<file path="src/verilog/rv_cfg.svh">
`ifndef RV_CFG_SVH
`define RV_CFG_SVH

`define RV_XLEN      32
`define RV_NREGS     32
`define RV_RESET_PC  32'h8000_0000
`define RV_STRB_W    4

// instruction field slices
`define RV_F_OPCODE  6:0
`define RV_F_RD      11:7
`define RV_F_FUNCT3  14:12
`define RV_F_RS1     19:15
`define RV_F_RS2     24:20
`define RV_F_FUNCT7  31:25
`define RV_F_IMM_I   31:20

`endif

</file>
<file path="src/verilog/rv_pkg.sv">
`include "rv_cfg.svh"

package rv_pkg;

  typedef logic [`RV_XLEN-1:0]           word_t;
  typedef logic [$clog2(`RV_NREGS)-1:0]  reg_addr_t;
  typedef logic [`RV_STRB_W-1:0]         strb_t;

  // rv32i base major opcodes
  typedef enum logic [6:0] {
    OPC_OP     = 7'b011_0011,
    OPC_OP_IMM = 7'b001_0011,
    OPC_LOAD   = 7'b000_0011,
    OPC_STORE  = 7'b010_0011,
    OPC_BRANCH = 7'b110_0011,
    OPC_JAL    = 7'b110_1111,
    OPC_JALR   = 7'b110_0111,
    OPC_LUI    = 7'b011_0111,
    OPC_AUIPC  = 7'b001_0111,
    OPC_SYSTEM = 7'b111_0011
  } opcode_e;

  typedef enum logic [3:0] {
    ALU_ADD, ALU_SUB, ALU_XOR, ALU_OR, ALU_AND,
    ALU_SLL, ALU_SRL, ALU_SRA,
    ALU_SLT, ALU_SLTU,
    ALU_EQ, ALU_NE, ALU_LT, ALU_GE, ALU_LTU, ALU_GEU  // branch compares
  } alu_op_e;

  typedef enum logic {A_RS1, A_PC} a_sel_e;
  typedef enum logic {B_RS2, B_IMM} b_sel_e;
  typedef enum logic [1:0] {WB_ALU, WB_LOAD, WB_PC4, WB_IMM} wb_sel_e;

  // funct3 of loads and stores
  typedef enum logic [2:0] {
    MEM_B  = 3'b000,
    MEM_H  = 3'b001,
    MEM_W  = 3'b010,
    MEM_BU = 3'b100,
    MEM_HU = 3'b101
  } mem_size_e;

endpackage

</file>
<file path="src/verilog/ctrl_if.sv">
`timescale 1ns/10ps

interface ctrl_if import rv_pkg::*; ();
  alu_op_e   alu_op;
  a_sel_e    a_sel;
  b_sel_e    b_sel;
  wb_sel_e   wb_sel;
  logic      reg_we;
  logic      mem_re;
  logic      mem_we;
  mem_size_e mem_size;
  logic      is_branch;
  logic      is_jal;
  logic      is_jalr;
  logic      is_ebreak;
  word_t     imm;

  modport decoder (output alu_op, a_sel, b_sel, wb_sel, reg_we, mem_re, mem_we, mem_size,
                   is_branch, is_jal, is_jalr, is_ebreak, imm);
  modport alu (input alu_op, a_sel, b_sel, imm);
  modport pc_unit (input is_branch, is_jal, is_jalr, is_ebreak, imm);
  modport mem_writeback (input wb_sel, mem_re, mem_we, mem_size, imm);
  modport reg_file (input reg_we);
endinterface

</file>
<file path="src/verilog/decoder.sv">
`timescale 1ns/10ps
`include "rv_cfg.svh"

module decoder import rv_pkg::*; (
  input  word_t              instr,
  ctrl_if.decoder            ctrl,
  output reg_addr_t          rs1,
  output reg_addr_t          rs2,
  output reg_addr_t          rd
);

  opcode_e     opcode;
  logic [2:0]  funct3;
  logic [6:0]  funct7;
  word_t       imm_i;
  word_t       imm_s;
  word_t       imm_b;
  word_t       imm_u;
  word_t       imm_j;
  logic        is_shift_imm;
  alu_op_e     arith_op;
  alu_op_e     br_op;

  assign opcode = opcode_e'(instr[`RV_F_OPCODE]);
  assign funct3 = instr[`RV_F_FUNCT3];
  assign funct7 = instr[`RV_F_FUNCT7];
  assign rs1    = instr[`RV_F_RS1];
  assign rs2    = instr[`RV_F_RS2];
  assign rd     = instr[`RV_F_RD];

  // slli/srli/srai carry a 5 bit shamt, not a signed imm
  assign is_shift_imm = (opcode == OPC_OP_IMM) && (funct3[1:0] == 2'b01);

  assign imm_i = is_shift_imm ? {27'b0, instr[`RV_F_RS2]}
                              : {{20{instr[31]}}, instr[`RV_F_IMM_I]};
  assign imm_s = {{20{instr[31]}}, instr[31:25], instr[11:7]};
  assign imm_b = {{19{instr[31]}}, instr[31], instr[7], instr[30:25], instr[11:8], 1'b0};
  assign imm_u = {instr[31:12], 12'b0};
  assign imm_j = {{11{instr[31]}}, instr[31], instr[19:12], instr[20], instr[30:21], 1'b0};

  // R and I type ops share funct3, funct7[5] picks sub/sra
  always_comb begin
    case (funct3)
      3'b000:  arith_op = (opcode == OPC_OP && funct7[5]) ? ALU_SUB : ALU_ADD;
      3'b001:  arith_op = ALU_SLL;
      3'b010:  arith_op = ALU_SLT;
      3'b011:  arith_op = ALU_SLTU;
      3'b100:  arith_op = ALU_XOR;
      3'b101:  arith_op = funct7[5] ? ALU_SRA : ALU_SRL;
      3'b110:  arith_op = ALU_OR;
      default: arith_op = ALU_AND;
    endcase
  end

  always_comb begin
    case (funct3)
      3'b001:  br_op = ALU_NE;
      3'b100:  br_op = ALU_LT;
      3'b101:  br_op = ALU_GE;
      3'b110:  br_op = ALU_LTU;
      3'b111:  br_op = ALU_GEU;
      default: br_op = ALU_EQ;
    endcase
  end

  always_comb begin
    // defaults decode as a no-op
    ctrl.alu_op    = ALU_ADD;
    ctrl.a_sel     = A_RS1;
    ctrl.b_sel     = B_IMM;
    ctrl.wb_sel    = WB_ALU;
    ctrl.reg_we    = 1'b0;
    ctrl.mem_re    = 1'b0;
    ctrl.mem_we    = 1'b0;
    ctrl.mem_size  = mem_size_e'(funct3);
    ctrl.is_branch = 1'b0;
    ctrl.is_jal    = 1'b0;
    ctrl.is_jalr   = 1'b0;
    ctrl.is_ebreak = 1'b0;
    ctrl.imm       = imm_i;
    case (opcode)
      OPC_OP: begin
        ctrl.reg_we = 1'b1;
        ctrl.b_sel  = B_RS2;
        ctrl.alu_op = arith_op;
      end
      OPC_OP_IMM: begin
        ctrl.reg_we = 1'b1;
        ctrl.alu_op = arith_op;
      end
      OPC_LOAD: begin
        ctrl.reg_we = 1'b1;
        ctrl.mem_re = 1'b1;
        ctrl.wb_sel = WB_LOAD;
      end
      OPC_STORE: begin
        ctrl.mem_we = 1'b1;
        ctrl.imm    = imm_s;
      end
      OPC_BRANCH: begin
        ctrl.is_branch = 1'b1;
        ctrl.b_sel     = B_RS2;
        ctrl.alu_op    = br_op;
        ctrl.imm       = imm_b;
      end
      OPC_JAL: begin
        ctrl.is_jal = 1'b1;
        ctrl.reg_we = 1'b1;
        ctrl.wb_sel = WB_PC4;
        ctrl.imm    = imm_j;
      end
      OPC_JALR: begin
        ctrl.is_jalr = 1'b1;
        ctrl.reg_we  = 1'b1;
        ctrl.wb_sel  = WB_PC4;
      end
      OPC_LUI: begin
        ctrl.reg_we = 1'b1;
        ctrl.wb_sel = WB_IMM;
        ctrl.imm    = imm_u;
      end
      OPC_AUIPC: begin
        ctrl.reg_we = 1'b1;
        ctrl.a_sel  = A_PC;  // pc + imm_u through the alu
        ctrl.imm    = imm_u;
      end
      OPC_SYSTEM: ctrl.is_ebreak = (funct3 == 3'b000) && (instr[`RV_F_IMM_I] == 12'h001);
      default: ;
    endcase
  end

endmodule

</file>
<file path="src/verilog/alu.sv">
`timescale 1ns/10ps
`include "rv_cfg.svh"

module alu import rv_pkg::*; (
  ctrl_if.alu    ctrl,
  input  word_t  rs1_data,
  input  word_t  rs2_data,
  input  word_t  pc,
  output word_t  alu_result,
  output logic   cond_true
);

  word_t  op_a;
  word_t  op_b;
  word_t  diff;
  logic   carry;
  logic   zero;
  logic   overflow;
  logic   lt;
  logic   ltu;

  assign op_a = (ctrl.a_sel == A_PC)  ? pc       : rs1_data;
  assign op_b = (ctrl.b_sel == B_IMM) ? ctrl.imm : rs2_data;

  // one subtractor for sub, slt/sltu and the branch compares
  assign {carry, diff} = {1'b0, op_a} + {1'b0, ~op_b} + {{`RV_XLEN{1'b0}}, 1'b1};
  assign zero     = (diff == '0);
  assign overflow = (op_a[`RV_XLEN-1] != op_b[`RV_XLEN-1]) &&
                    (diff[`RV_XLEN-1] != op_a[`RV_XLEN-1]);
  assign lt       = diff[`RV_XLEN-1] ^ overflow;
  assign ltu      = ~carry;  // no carry out means a borrow

  always_comb begin
    case (ctrl.alu_op)
      ALU_EQ:            cond_true = zero;
      ALU_NE:            cond_true = ~zero;
      ALU_LT, ALU_SLT:   cond_true = lt;
      ALU_GE:            cond_true = ~lt;
      ALU_LTU, ALU_SLTU: cond_true = ltu;
      ALU_GEU:           cond_true = ~ltu;
      default:           cond_true = 1'b0;
    endcase
  end

  always_comb begin
    case (ctrl.alu_op)
      ALU_ADD:           alu_result = op_a + op_b;
      ALU_SUB:           alu_result = diff;
      ALU_XOR:           alu_result = op_a ^ op_b;
      ALU_OR:            alu_result = op_a | op_b;
      ALU_AND:           alu_result = op_a & op_b;
      ALU_SLL:           alu_result = op_a << op_b[4:0];
      ALU_SRL:           alu_result = op_a >> op_b[4:0];
      ALU_SRA:           alu_result = $signed(op_a) >>> op_b[4:0];
      ALU_SLT, ALU_SLTU: alu_result = {{(`RV_XLEN-1){1'b0}}, cond_true};
      default:           alu_result = diff;  // unused by branches
    endcase
  end

endmodule

</file>
<file path="src/verilog/reg_file.sv">
`timescale 1ns/10ps
`include "rv_cfg.svh"

module reg_file import rv_pkg::*; (
  input  logic            clk,
  input  logic            rst_n,
  ctrl_if.reg_file        ctrl,
  input  reg_addr_t       rs1,
  input  reg_addr_t       rs2,
  input  reg_addr_t       rd,
  input  word_t           rd_data,
  output word_t           rs1_data,
  output word_t           rs2_data
);

  word_t regs [`RV_NREGS];

  always_ff @(posedge clk or negedge rst_n) begin
    if (!rst_n) begin
      for (int i = 0; i < `RV_NREGS; i++) begin
        regs[i] <= '0;
      end
    end else if (ctrl.reg_we && rd != '0) begin  // x0 never written
      regs[rd] <= rd_data;
    end
  end

  // same cycle read sees the old value
  assign rs1_data = regs[rs1];
  assign rs2_data = regs[rs2];

endmodule

</file>
<file path="src/verilog/pc_unit.sv">
`timescale 1ns/10ps
`include "rv_cfg.svh"

module pc_unit import rv_pkg::*; (
  input  logic        clk,
  input  logic        rst_n,
  ctrl_if.pc_unit     ctrl,
  input  word_t       rs1_data,
  input  logic        cond_true,
  output word_t       pc,
  output word_t       pc_plus4,
  output logic        halt
);

  word_t  tgt_base;
  word_t  tgt_sum;
  word_t  target;
  logic   take;
  word_t  next_pc;

  assign pc_plus4 = pc + 32'd4;

  assign tgt_base = ctrl.is_jalr ? rs1_data : pc;
  assign tgt_sum  = tgt_base + ctrl.imm;
  assign target   = {tgt_sum[`RV_XLEN-1:1], tgt_sum[0] & ~ctrl.is_jalr};  // jalr drops bit 0

  assign take    = ctrl.is_jal | ctrl.is_jalr | (ctrl.is_branch & cond_true);
  assign next_pc = take ? target : pc_plus4;

  always_ff @(posedge clk or negedge rst_n) begin
    if (!rst_n) begin
      pc   <= `RV_RESET_PC;
      halt <= 1'b0;
    end else if (!halt) begin
      if (ctrl.is_ebreak)
        halt <= 1'b1;  // pc stays on the ebreak
      else
        pc <= next_pc;
    end
  end

endmodule

</file>
<file path="src/verilog/mem_writeback.sv">
`timescale 1ns/10ps
`include "rv_cfg.svh"

module mem_writeback import rv_pkg::*; (
  ctrl_if.mem_writeback  ctrl,
  input  word_t          alu_result,
  input  word_t          rs2_data,
  input  word_t          pc_plus4,
  input  word_t          dmem_rdata,
  output word_t          dmem_addr,
  output logic           dmem_re,
  output logic           dmem_we,
  output word_t          dmem_wdata,
  output strb_t          dmem_strb,
  output word_t          rd_data
);

  logic [1:0]   lane;
  logic [7:0]   ld_byte;
  logic [15:0]  ld_half;
  word_t        load_data;
  strb_t        strb;

  assign dmem_addr = alu_result;
  assign dmem_re   = ctrl.mem_re;
  assign dmem_we   = ctrl.mem_we;
  assign lane      = alu_result[1:0];

  // load lane pick
  assign ld_byte = dmem_rdata[{lane, 3'b000} +: 8];
  assign ld_half = lane[1] ? dmem_rdata[31:16] : dmem_rdata[15:0];

  always_comb begin
    case (ctrl.mem_size)
      MEM_B:   load_data = {{24{ld_byte[7]}}, ld_byte};
      MEM_H:   load_data = {{16{ld_half[15]}}, ld_half};
      MEM_BU:  load_data = {24'b0, ld_byte};
      MEM_HU:  load_data = {16'b0, ld_half};
      default: load_data = dmem_rdata;
    endcase
  end

  // store data copied to every lane, strobe picks the one written
  always_comb begin
    case (ctrl.mem_size)
      MEM_B: begin
        dmem_wdata = {4{rs2_data[7:0]}};
        strb       = strb_t'(1) << lane;
      end
      MEM_H: begin
        dmem_wdata = {2{rs2_data[15:0]}};
        strb       = lane[1] ? 4'b1100 : 4'b0011;
      end
      MEM_W: begin
        dmem_wdata = rs2_data;
        strb       = {`RV_STRB_W{1'b1}};
      end
      default: begin
        dmem_wdata = rs2_data;
        strb       = '0;
      end
    endcase
  end

  assign dmem_strb = ctrl.mem_we ? strb : '0;

  always_comb begin
    case (ctrl.wb_sel)
      WB_LOAD: rd_data = load_data;
      WB_PC4:  rd_data = pc_plus4;  // link value
      WB_IMM:  rd_data = ctrl.imm;
      default: rd_data = alu_result;
    endcase
  end

endmodule

</file>
<file path="src/verilog/cpu_top.sv">
`timescale 1ns/10ps
`include "rv_cfg.svh"

module cpu_top import rv_pkg::*; (
  input  logic                   clk,
  input  logic                   rst_n,
  output word_t                  pc,
  input  word_t                  imem_rdata,
  output word_t                  dmem_addr,
  output logic                   dmem_re,
  input  word_t                  dmem_rdata,
  output logic                   dmem_we,
  output word_t                  dmem_wdata,
  output logic [`RV_STRB_W-1:0]  dmem_strb,
  output logic                   halt
);

  reg_addr_t  rs1;
  reg_addr_t  rs2;
  reg_addr_t  rd;
  word_t      rs1_data;
  word_t      rs2_data;
  word_t      rd_data;
  word_t      alu_result;
  logic       cond_true;
  word_t      pc_plus4;

  ctrl_if ctrl ();

  decoder i_decoder (
    .instr (imem_rdata),
    .ctrl  (ctrl),
    .rs1   (rs1),
    .rs2   (rs2),
    .rd    (rd)
  );

  reg_file i_reg_file (
    .clk      (clk),
    .rst_n    (rst_n),
    .ctrl     (ctrl),
    .rs1      (rs1),
    .rs2      (rs2),
    .rd       (rd),
    .rd_data  (rd_data),
    .rs1_data (rs1_data),
    .rs2_data (rs2_data)
  );

  alu i_alu (
    .ctrl       (ctrl),
    .rs1_data   (rs1_data),
    .rs2_data   (rs2_data),
    .pc         (pc),
    .alu_result (alu_result),
    .cond_true  (cond_true)
  );

  pc_unit i_pc_unit (
    .clk       (clk),
    .rst_n     (rst_n),
    .ctrl      (ctrl),
    .rs1_data  (rs1_data),
    .cond_true (cond_true),
    .pc        (pc),
    .pc_plus4  (pc_plus4),
    .halt      (halt)
  );

  mem_writeback i_mem_wb (
    .ctrl       (ctrl),
    .alu_result (alu_result),
    .rs2_data   (rs2_data),
    .pc_plus4   (pc_plus4),
    .dmem_rdata (dmem_rdata),
    .dmem_addr  (dmem_addr),
    .dmem_re    (dmem_re),
    .dmem_we    (dmem_we),
    .dmem_wdata (dmem_wdata),
    .dmem_strb  (dmem_strb),
    .rd_data    (rd_data)
  );

endmodule

</file>
<file path="config.mk">
export PLATFORM = sky130hd
export DESIGN_NAME = cpu_top
export DESIGN_NICKNAME = d
export VERILOG_FILES = /design/src/verilog/rv_pkg.sv /design/src/verilog/ctrl_if.sv /design/src/verilog/decoder.sv /design/src/verilog/alu.sv /design/src/verilog/reg_file.sv /design/src/verilog/pc_unit.sv /design/src/verilog/mem_writeback.sv /design/src/verilog/cpu_top.sv
export VERILOG_INCLUDE_DIRS = /design/src /design/src/verilog
export SDC_FILE = /design/constraint.sdc
export NUM_CORES = 2
export LEC_CHECK = 0
export BUFFER_PORTS_ARGS = -buffer_cell sky130_fd_sc_hd__buf_2
export CAP_MARGIN = 20
export CELL_PAD_IN_SITES_DETAIL_PLACEMENT = 0
export CELL_PAD_IN_SITES_GLOBAL_PLACEMENT = 1
export CORE_ASPECT_RATIO = 0.9
export CORE_MARGIN = 4
export CORE_UTILIZATION = 35
export CTS_CLUSTER_SIZE = 40
export DETAILED_ROUTE_END_ITERATION = 7
export PLACE_DENSITY_LB_ADDON = 0.1
export SLEW_MARGIN = 0
export SYNTH_ARGS = -nofsm -noshare
export SYNTH_HDL_FRONTEND = slang
export SYNTH_HIERARCHICAL = 1
export SYNTH_SLANG_ARGS = --single-unit
</file>
<file path="constraint.sdc">
create_clock -name clk -period 13.4 [get_ports clk]
set_input_delay 2.68 -clock clk [delete_from_list [all_inputs] [get_ports clk]]
set_output_delay 2.68 -clock clk [all_outputs]
set_load 0.02 [all_outputs]
</file>
# == After elaboration in Yosys (flattened, before gate mapping) ==
# Index checks and enable logic that the tools add are counted.
# word_totals
in_bits,66
wordCells,163
output_inout_bits,103
latch_bits,0
mem_count,0
ff_bits,1057
mem_bits_ro,0
ram_bits,0
# classes
n_reduce_logical,19
mux,40
n_div,0
eq_ne,38
n_bitwise,18
addsub,5
mul,0
shift,5
order_cmp,4
# ops
cell,count
bitwise mux 1024 bit,1
binary-select mux 32 bit (select 5 bit),2
2-to-1 mux 32 bit,10
one-hot mux 32 bit (4 select lines),2
one-hot mux 32 bit (8 select lines),1
demux 32 bit (select 5 bit),1
one-hot mux 32 bit (3 select lines),1
adder 32 bit,2
one-hot mux 32 bit (2 select lines),1
adder 32 x 32 -> 33 bit,1
"adder 33 x 1 -> 33 bit, second input constant",1
"adder 32 x 3 -> 32 bit, second input constant",1
bitwise AND 32 bit,1
"== test 4 bit, second input constant",8
zero test 32 bit,1
NOT 32 bit,1
bitwise OR 32 bit,1
variable part select 32 x 6 -> 8 bit,1
left shift 32 x 5 -> 32 bit,1
>> shifter 32 x 5 -> 32 bit,1
>>> shifter 32 x 5 -> 32 bit,1
XOR 32 bit,1
"== test 7 bit, second input constant",4
one-hot mux 4 bit (7 select lines),1
35 further kinds,83

# == Longest topological paths before layout ==
# depth
ltp_word,18
mapped_depth,44
ltp_nobuf,37

# == By module ==
# Netlist, hierarchy kept.
# by_module_without_submodules
module,instances,cells_each,area_per_inst_um2,seq_area_each_um2
reg_file,1,4601,55942.4,25624.6
alu,1,1520,9681.8,0.0
pc_unit,1,592,4464.3,827.0
mem_writeback,1,324,2224.6,0.0
decoder,1,148,925.9,0.0

# == Least setup slack after synthesis ==
# OpenSTA, ideal clock, no wires.
# synth_path
kind,in2out
from,input imem_rdata[21]
to,output dmem_strb[0]
path_buffers,10
path_slack_ns,1.854
required_time_ns,10.720
path_stages,34
arrival_time_ns,8.866
cell_sequence,buf_4 buf_2 buf_4 buf_2 buf_2 mux2i_1 nand2_1 a31oi_1 nand3_1 mux2i_2 clkbuf_1 clkbuf_1 clkbuf_1 ha_1 buf_2 nand2b_1 o311ai_0 a211oi_1 a21oi_2 o31ai_1 nand2_1 nor2b_1 nor2_1 o21bai_1 a21oi_1 fa_1 nand2b_1 o21ai_0 nor2_1 nor2_1 nand2b_1 clkbuf_1 a21oi_1 nor2_1
# synth_between
elab_chain_len,17
word_cells_on_any_way,31
cone_classes,add/sub (3); eq/ne (2); shift (4); mux (11); bitwise (9); reduce/logical (2)
# synth_lines
item,line_no,text
from (decl),cpu_top.sv:8,"input word_t imem_rdata,"
NOT 5 -> 6 bit (not written as such) *,reg_file.sv:30,assign rs2_data = regs[rs2];
binary-select mux 32 bit (select 5 bit) *,reg_file.sv:30,
2-to-1 mux 32 bit (not written as such) * (2 in a row),reg_file.sv:30,
named net rs2_data[2],cpu_top.sv:22,word_t rs2_data;
2-to-1 mux 32 bit *,alu.sv:23,assign op_b = (ctrl.b_sel == B_IMM) ? ctrl.imm : rs2_data;
NOT 32 bit,alu.sv:26,"assign {carry, diff} = {1'b0, op_a} + {1'b0, ~op_b} + {{`RV_XLEN{1'b0}}, 1'b1};"
adder 32 x 32 -> 33 bit,alu.sv:26,
adder 33 x 1 -> 33 bit,alu.sv:26,
[... 2 more ...],n/a,
XOR 1 bit,alu.sv:30,assign lt = diff[`RV_XLEN-1] ^ overflow;
NOT 1 bit,alu.sv:38,ALU_GE: cond_true = ~lt;
one-hot mux 1 bit (6 select lines),alu.sv:34,case (ctrl.alu_op)
one-hot mux 32 bit (8 select lines) *,alu.sv:46,case (ctrl.alu_op)
named net alu_result[0],cpu_top.sv:24,word_t alu_result;
left shift 1 x 2 -> 4 bit *,mem_writeback.sv:48,strb = strb_t'(1) << lane;
one-hot mux 4 bit (3 select lines) *,mem_writeback.sv:45,case (ctrl.mem_size)
2-to-1 mux 4 bit *,mem_writeback.sv:65,assign dmem_strb = ctrl.mem_we ? strb : '0;
to (decl),cpu_top.sv:14,"output logic [`RV_STRB_W-1:0] dmem_strb,"
# Mark *: on every way through the listed nets, which the timed path passes. The rest lies on a longest branch. The select of a mux whose other input is x is not followed.

# == Final worst setup path ==
# layout_path
from,input imem_rdata[20]
to,register i_pc_unit.pc[23]
# layout_between
elab_chain_len,16
word_cells_on_any_way,28
cone_classes,add/sub (3); eq/ne (3); mux (9); bitwise (9); reduce/logical (4)
# layout_lines
item,line_no,text
NOT 5 -> 6 bit (not written as such),reg_file.sv:30,
binary-select mux 32 bit (select 5 bit),reg_file.sv:30,
2-to-1 mux 32 bit (not written as such) (2 in a row),reg_file.sv:30,
2-to-1 mux 32 bit *,alu.sv:23,
NOT 32 bit,alu.sv:26,
adder 32 x 32 -> 33 bit,alu.sv:26,
adder 33 x 1 -> 33 bit,alu.sv:26,
inequality test 1 bit,alu.sv:29,(diff[`RV_XLEN-1] != op_a[`RV_XLEN-1]);
logical AND 1 bit,alu.sv:28,assign overflow = (op_a[`RV_XLEN-1] != op_b[`RV_XLEN-1]) &&
XOR 1 bit,alu.sv:30,
NOT 1 bit,alu.sv:38,
one-hot mux 1 bit (6 select lines) *,alu.sv:34,
named net cond_true,cpu_top.sv:25,logic cond_true;
bitwise AND 1 bit *,pc_unit.sv:27,assign take = ctrl.is_jal | ctrl.is_jalr | (ctrl.is_branch & cond_true);
bitwise OR 1 bit *,pc_unit.sv:27,
2-to-1 mux 32 bit *,pc_unit.sv:28,assign next_pc = take ? target : pc_plus4;
to (signal assigned),pc_unit.sv:32,pc <= `RV_RESET_PC;
to (signal assigned),pc_unit.sv:38,pc <= next_pc;
to (decl),pc_unit.sv:10,"output word_t pc,"
# Marked as above.
# A chain may end at the register's enable or synchronous reset.

==> impl_metrics.tcl <==
set metrics [dict create \
    die-height_um 442 \
    timing.final.hold_violations 0 \
    first_pass_grt_wire_length_mm 487 \
    synth_simple_gate_area_share 0.0882 \
    synth_enable_flop_cells 0 \
    max_slew_margin 0.0495 \
    tritoncts_num_sinks 1057 \
    ant_nets 0 \
    finalClockSkew_ns 0.0486 \
    cts_h_tree_depth 4 \
    worst-r2r-cell-count 38 \
    netlist.area_leader.share 0.361 \
    ys_seq_area_frac 0.361 \
    vias_per_cell 6.14 \
    cap_viol_max_count 0 \
    path_max_fanout 28 \
    post-route-period-util 0.965 \
    setup_tns_ns 0 \
    synth_area_leader_cell "sky130_fd_sc_hd__dfrtp_1" \
    synthesis.instances 7185 \
    globalplace.congestion 1.00 \
    synth_mux_area_frac 0.328 \
    cell_types_with_the_highest_counts_after_synthesis "1207 x sky130_fd_sc_hd__mux2i_1, 1056 x sky130_fd_sc_hd__dfrtp_1, 1008 x sky130_fd_sc_hd__mux2_2" \
    drt_iter0_markers 6464 \
    design_power_total_mw 11.1 \
    synth_xor_area_frac 0.00897 \
    syn_to_final_growth_pct 12.0 \
    cts.reportedPaths.clkPinSlew_ns 0.06 \
    synthMostInstantiatedCell "sky130_fd_sc_hd__mux2i_1" \
    tritoncts "yes" \
    cts_root_buf "sky130_fd_sc_hd__clkbuf_16" \
    largest_net_degree_at_the_start_of_global_routing 174 \
    detail_route.wl_per_cell_um 35.1 \
    synthesis.nets 7384 \
    die_area_sq_um 217000 \
    slowest_stage "sky130_fd_sc_hd__o31ai_1" \
    grt_use_total 0.312 \
    yosys.cell_types.count 110 \
    multi_input_area_sq_um 42900 \
    r2r-end "i_pc_unit/pc[23]" \
    global_route.overflow_total 0 \
    worst-slew-pin-transition_ns 1.43 \
    holdCritStartpoint "i_reg_file/regs[1010]" \
    fillCellCount 20675 \
    critical_path_class "in -> reg" \
    power-per-cell-area_nw_per_um2 135 \
    drc_errors 0 \
    slowest_delay_ns 0.65 \
    dp.cells 9728 \
    cts_hold_buf 0 \
    setup.reg_to_reg.worst_slack_ns 3.02 \
    detailedPlacementHpwl_mm 240 \
    starting_density 0.352 \
    cts_setup_buffers 0 \
    worstPathRequired_ns 14.05 \
    clock_insertion_delay_worst_skew_ns 0.80 \
    clockBufferDepth 3 \
    final-setup-viol-count 0 \
    rows 159 \
    synth.yosys.warnings 6 \
    layoutNonFillerInstCount 9987 \
    worst_ir_drop_vdd_v 0.000114 \
    run_status "complete, no violations" \
    cts-buffers-inserted 132 \
    cp_most_frequent_cell "sky130_fd_sc_hd__buf_4" \
    postLayoutCoreUtil 0.394 \
    r2r-start "i_reg_file/regs[929]" \
    synth.area.top_cells "sky130_fd_sc_hd__dfrtp_1 36%, sky130_fd_sc_hd__mux2i_1 16%, sky130_fd_sc_hd__mux2_2 15%" \
    width_of_the_chip_um 490 \
    design.portCount 169 \
    placeableCoreArea_sq_um 208000 \
    postSynthAreaPerCell_sq_um 10.2 \
    port_buffers 168 \
    postRouteWirelength_mm 350 \
    postCtsResizedCells 0 \
    worst-endpoint-arrival_ns 13.59 \
    timing.final.crit_period_ns 12.93 \
    synth_top_family_by_area "multiplexers" \
    leakage_nw 39.4 \
    final-seq-area_sq_um 26500 \
    dr.pass1.iters 6 \
    grt_pass1_vias 59832 \
    finish.net_count 7334 \
    worst_setup_path_end_kind "flip-flop" \
    final_max_slew_viol_count 0 \
    holdPathEnd "i_reg_file/regs[1010]" \
    antenna_violations_before_repair 30 \
    synth.cell_area_sq_um 73200 \
    vias_post_dr 61331 \
    number_of_synthesized_register_bits 1057 \
    hold_path.class "reg -> reg" \
    fmaxAchievable_mhz 77.3 \
    startpoint_type "primary input" \
    synth_compound_gate_area_share 0.132 \
    unrepaired_setup_endpoints_after_global_routing "no" \
    yosys.area_share.adder 0.0231 \
    postSynth.topFlopCell "sky130_fd_sc_hd__dfrtp_1" \
    layout-drive-gt1-share 0.261 \
    async_reset_ff_frac 1.00 \
    worst_hold_path.num_cells 0 \
]
[logic make-up (layout without fill, tap and decap cells)]
family          Yosys count  in the layout
fa+ha+maj               133            133
other cells               0             10
compound gates         1449           1449
mux                    2261           2261
buf+inv                 856            911
xor+xnor                 75             75
simple gates           1354           1354
flops                  1057           1057
[worst max-delay path: cells and delay by family]
family | cells | cell delay, ns
fa+ha+maj | 2 | 0.99
simple gates | 14 | 3.09
compound gates | 15 | 4.31
buf+inv | 6 | 1.88
mux | 1 | 0.46
xor+xnor | 1 | 0.10
[through the flow]
stage | area [sq um] | setup slack (ns) | hold WS (ns)
after floorplan | 73200 | 1.85 | 0.449
after global placement | 77300 | 0.589 | 0.384
after detailed placement | 77400 | 0.416 | 0.388
after CTS | 81800 | 0.864 | 0.400
after global routing | 82000 | 0.476 | 0.405
final | 82000 | 0.467 | 0.397
[registers in the layout, summed over array words and instances (netlist names)]
signal,count
i_reg_file/regs,1024
i_pc_unit/pc,32
i_pc_unit/halt,1
[placed cells by master, fill, tap and decap left out, drive strengths merged, types with 11 or more instances in the layout]
master,count
a22o,136
buf,542
nand2,452
a21o,33
mux2,1048
o311ai,11
and3,23
nor2,290
nor2b,30
a221oi,44
o21a,21
nand3,249
a21oi,432
ha,129
clkbuf,191
nor3,118
mux2i,1211
a221o,12
a211oi,44
o21bai,19
xnor2,56
nor3b,11
a31oi,93
o21ai,198
and2,23
dfrtp,1056
o221ai,26
nor4,19
o31ai,26
a22oi,213
inv,133
nand4,31
o22ai,27
a2111oi,12
nand2b,44
or3,18
o211ai,29
xor2,19
clkinv,36
[final cells by class]
class	count	share of cell area
Tap cell	2737	0.0418
Clock buffer	190	0.0470
Timing Repair Buffer	543	0.0526
Inverter	129	0.00590
Antenna cell	10	0.000305
Multi-Input combinational cell	5272	0.523
Clock inverter	49	0.00700
Sequential cell	1057	0.323
[worst max path at each step]
stage                        start          endpoint  slack, ns  depth (start not counted)
detailed placement  imem_rdata[15]  i_pc_unit/pc[23]       0.42                         39
finish              imem_rdata[20]  i_pc_unit/pc[23]       0.47                         39
floorplan           imem_rdata[21]      dmem_strb[0]       1.85                         34
global route         imem_rdata[3]     dmem_addr[26]       0.48                         21
CTS                 imem_rdata[20]     dmem_addr[26]       0.86                         23
global placement    imem_rdata[20]   i_pc_unit/pc[6]       0.59                         40
[power breakdown]
group / total, mW / internal (mW) / switching, mW
combinational: 3.67 / 1.16 / 2.50
clock: 3.68 / 2.13 / 1.54
sequential: 3.76 / 3.43 / 0.326
total: 11.1 / 6.73 / 4.37
[per-layer routing]
| metal | GRT usage | wire length, um | vias up |
|---|---|---|---|
| li1 | - | - | 26330 |
| met1 | 0.450 | 162000 | 32099 |
| met2 | 0.458 | 148000 | 2390 |
| met3 | 0.0752 | 27500 | 490 |
| met4 | 0.0960 | 12100 | 22 |
| met5 | 0 | 143 | - |
Power figures use the tool's default switching activity.
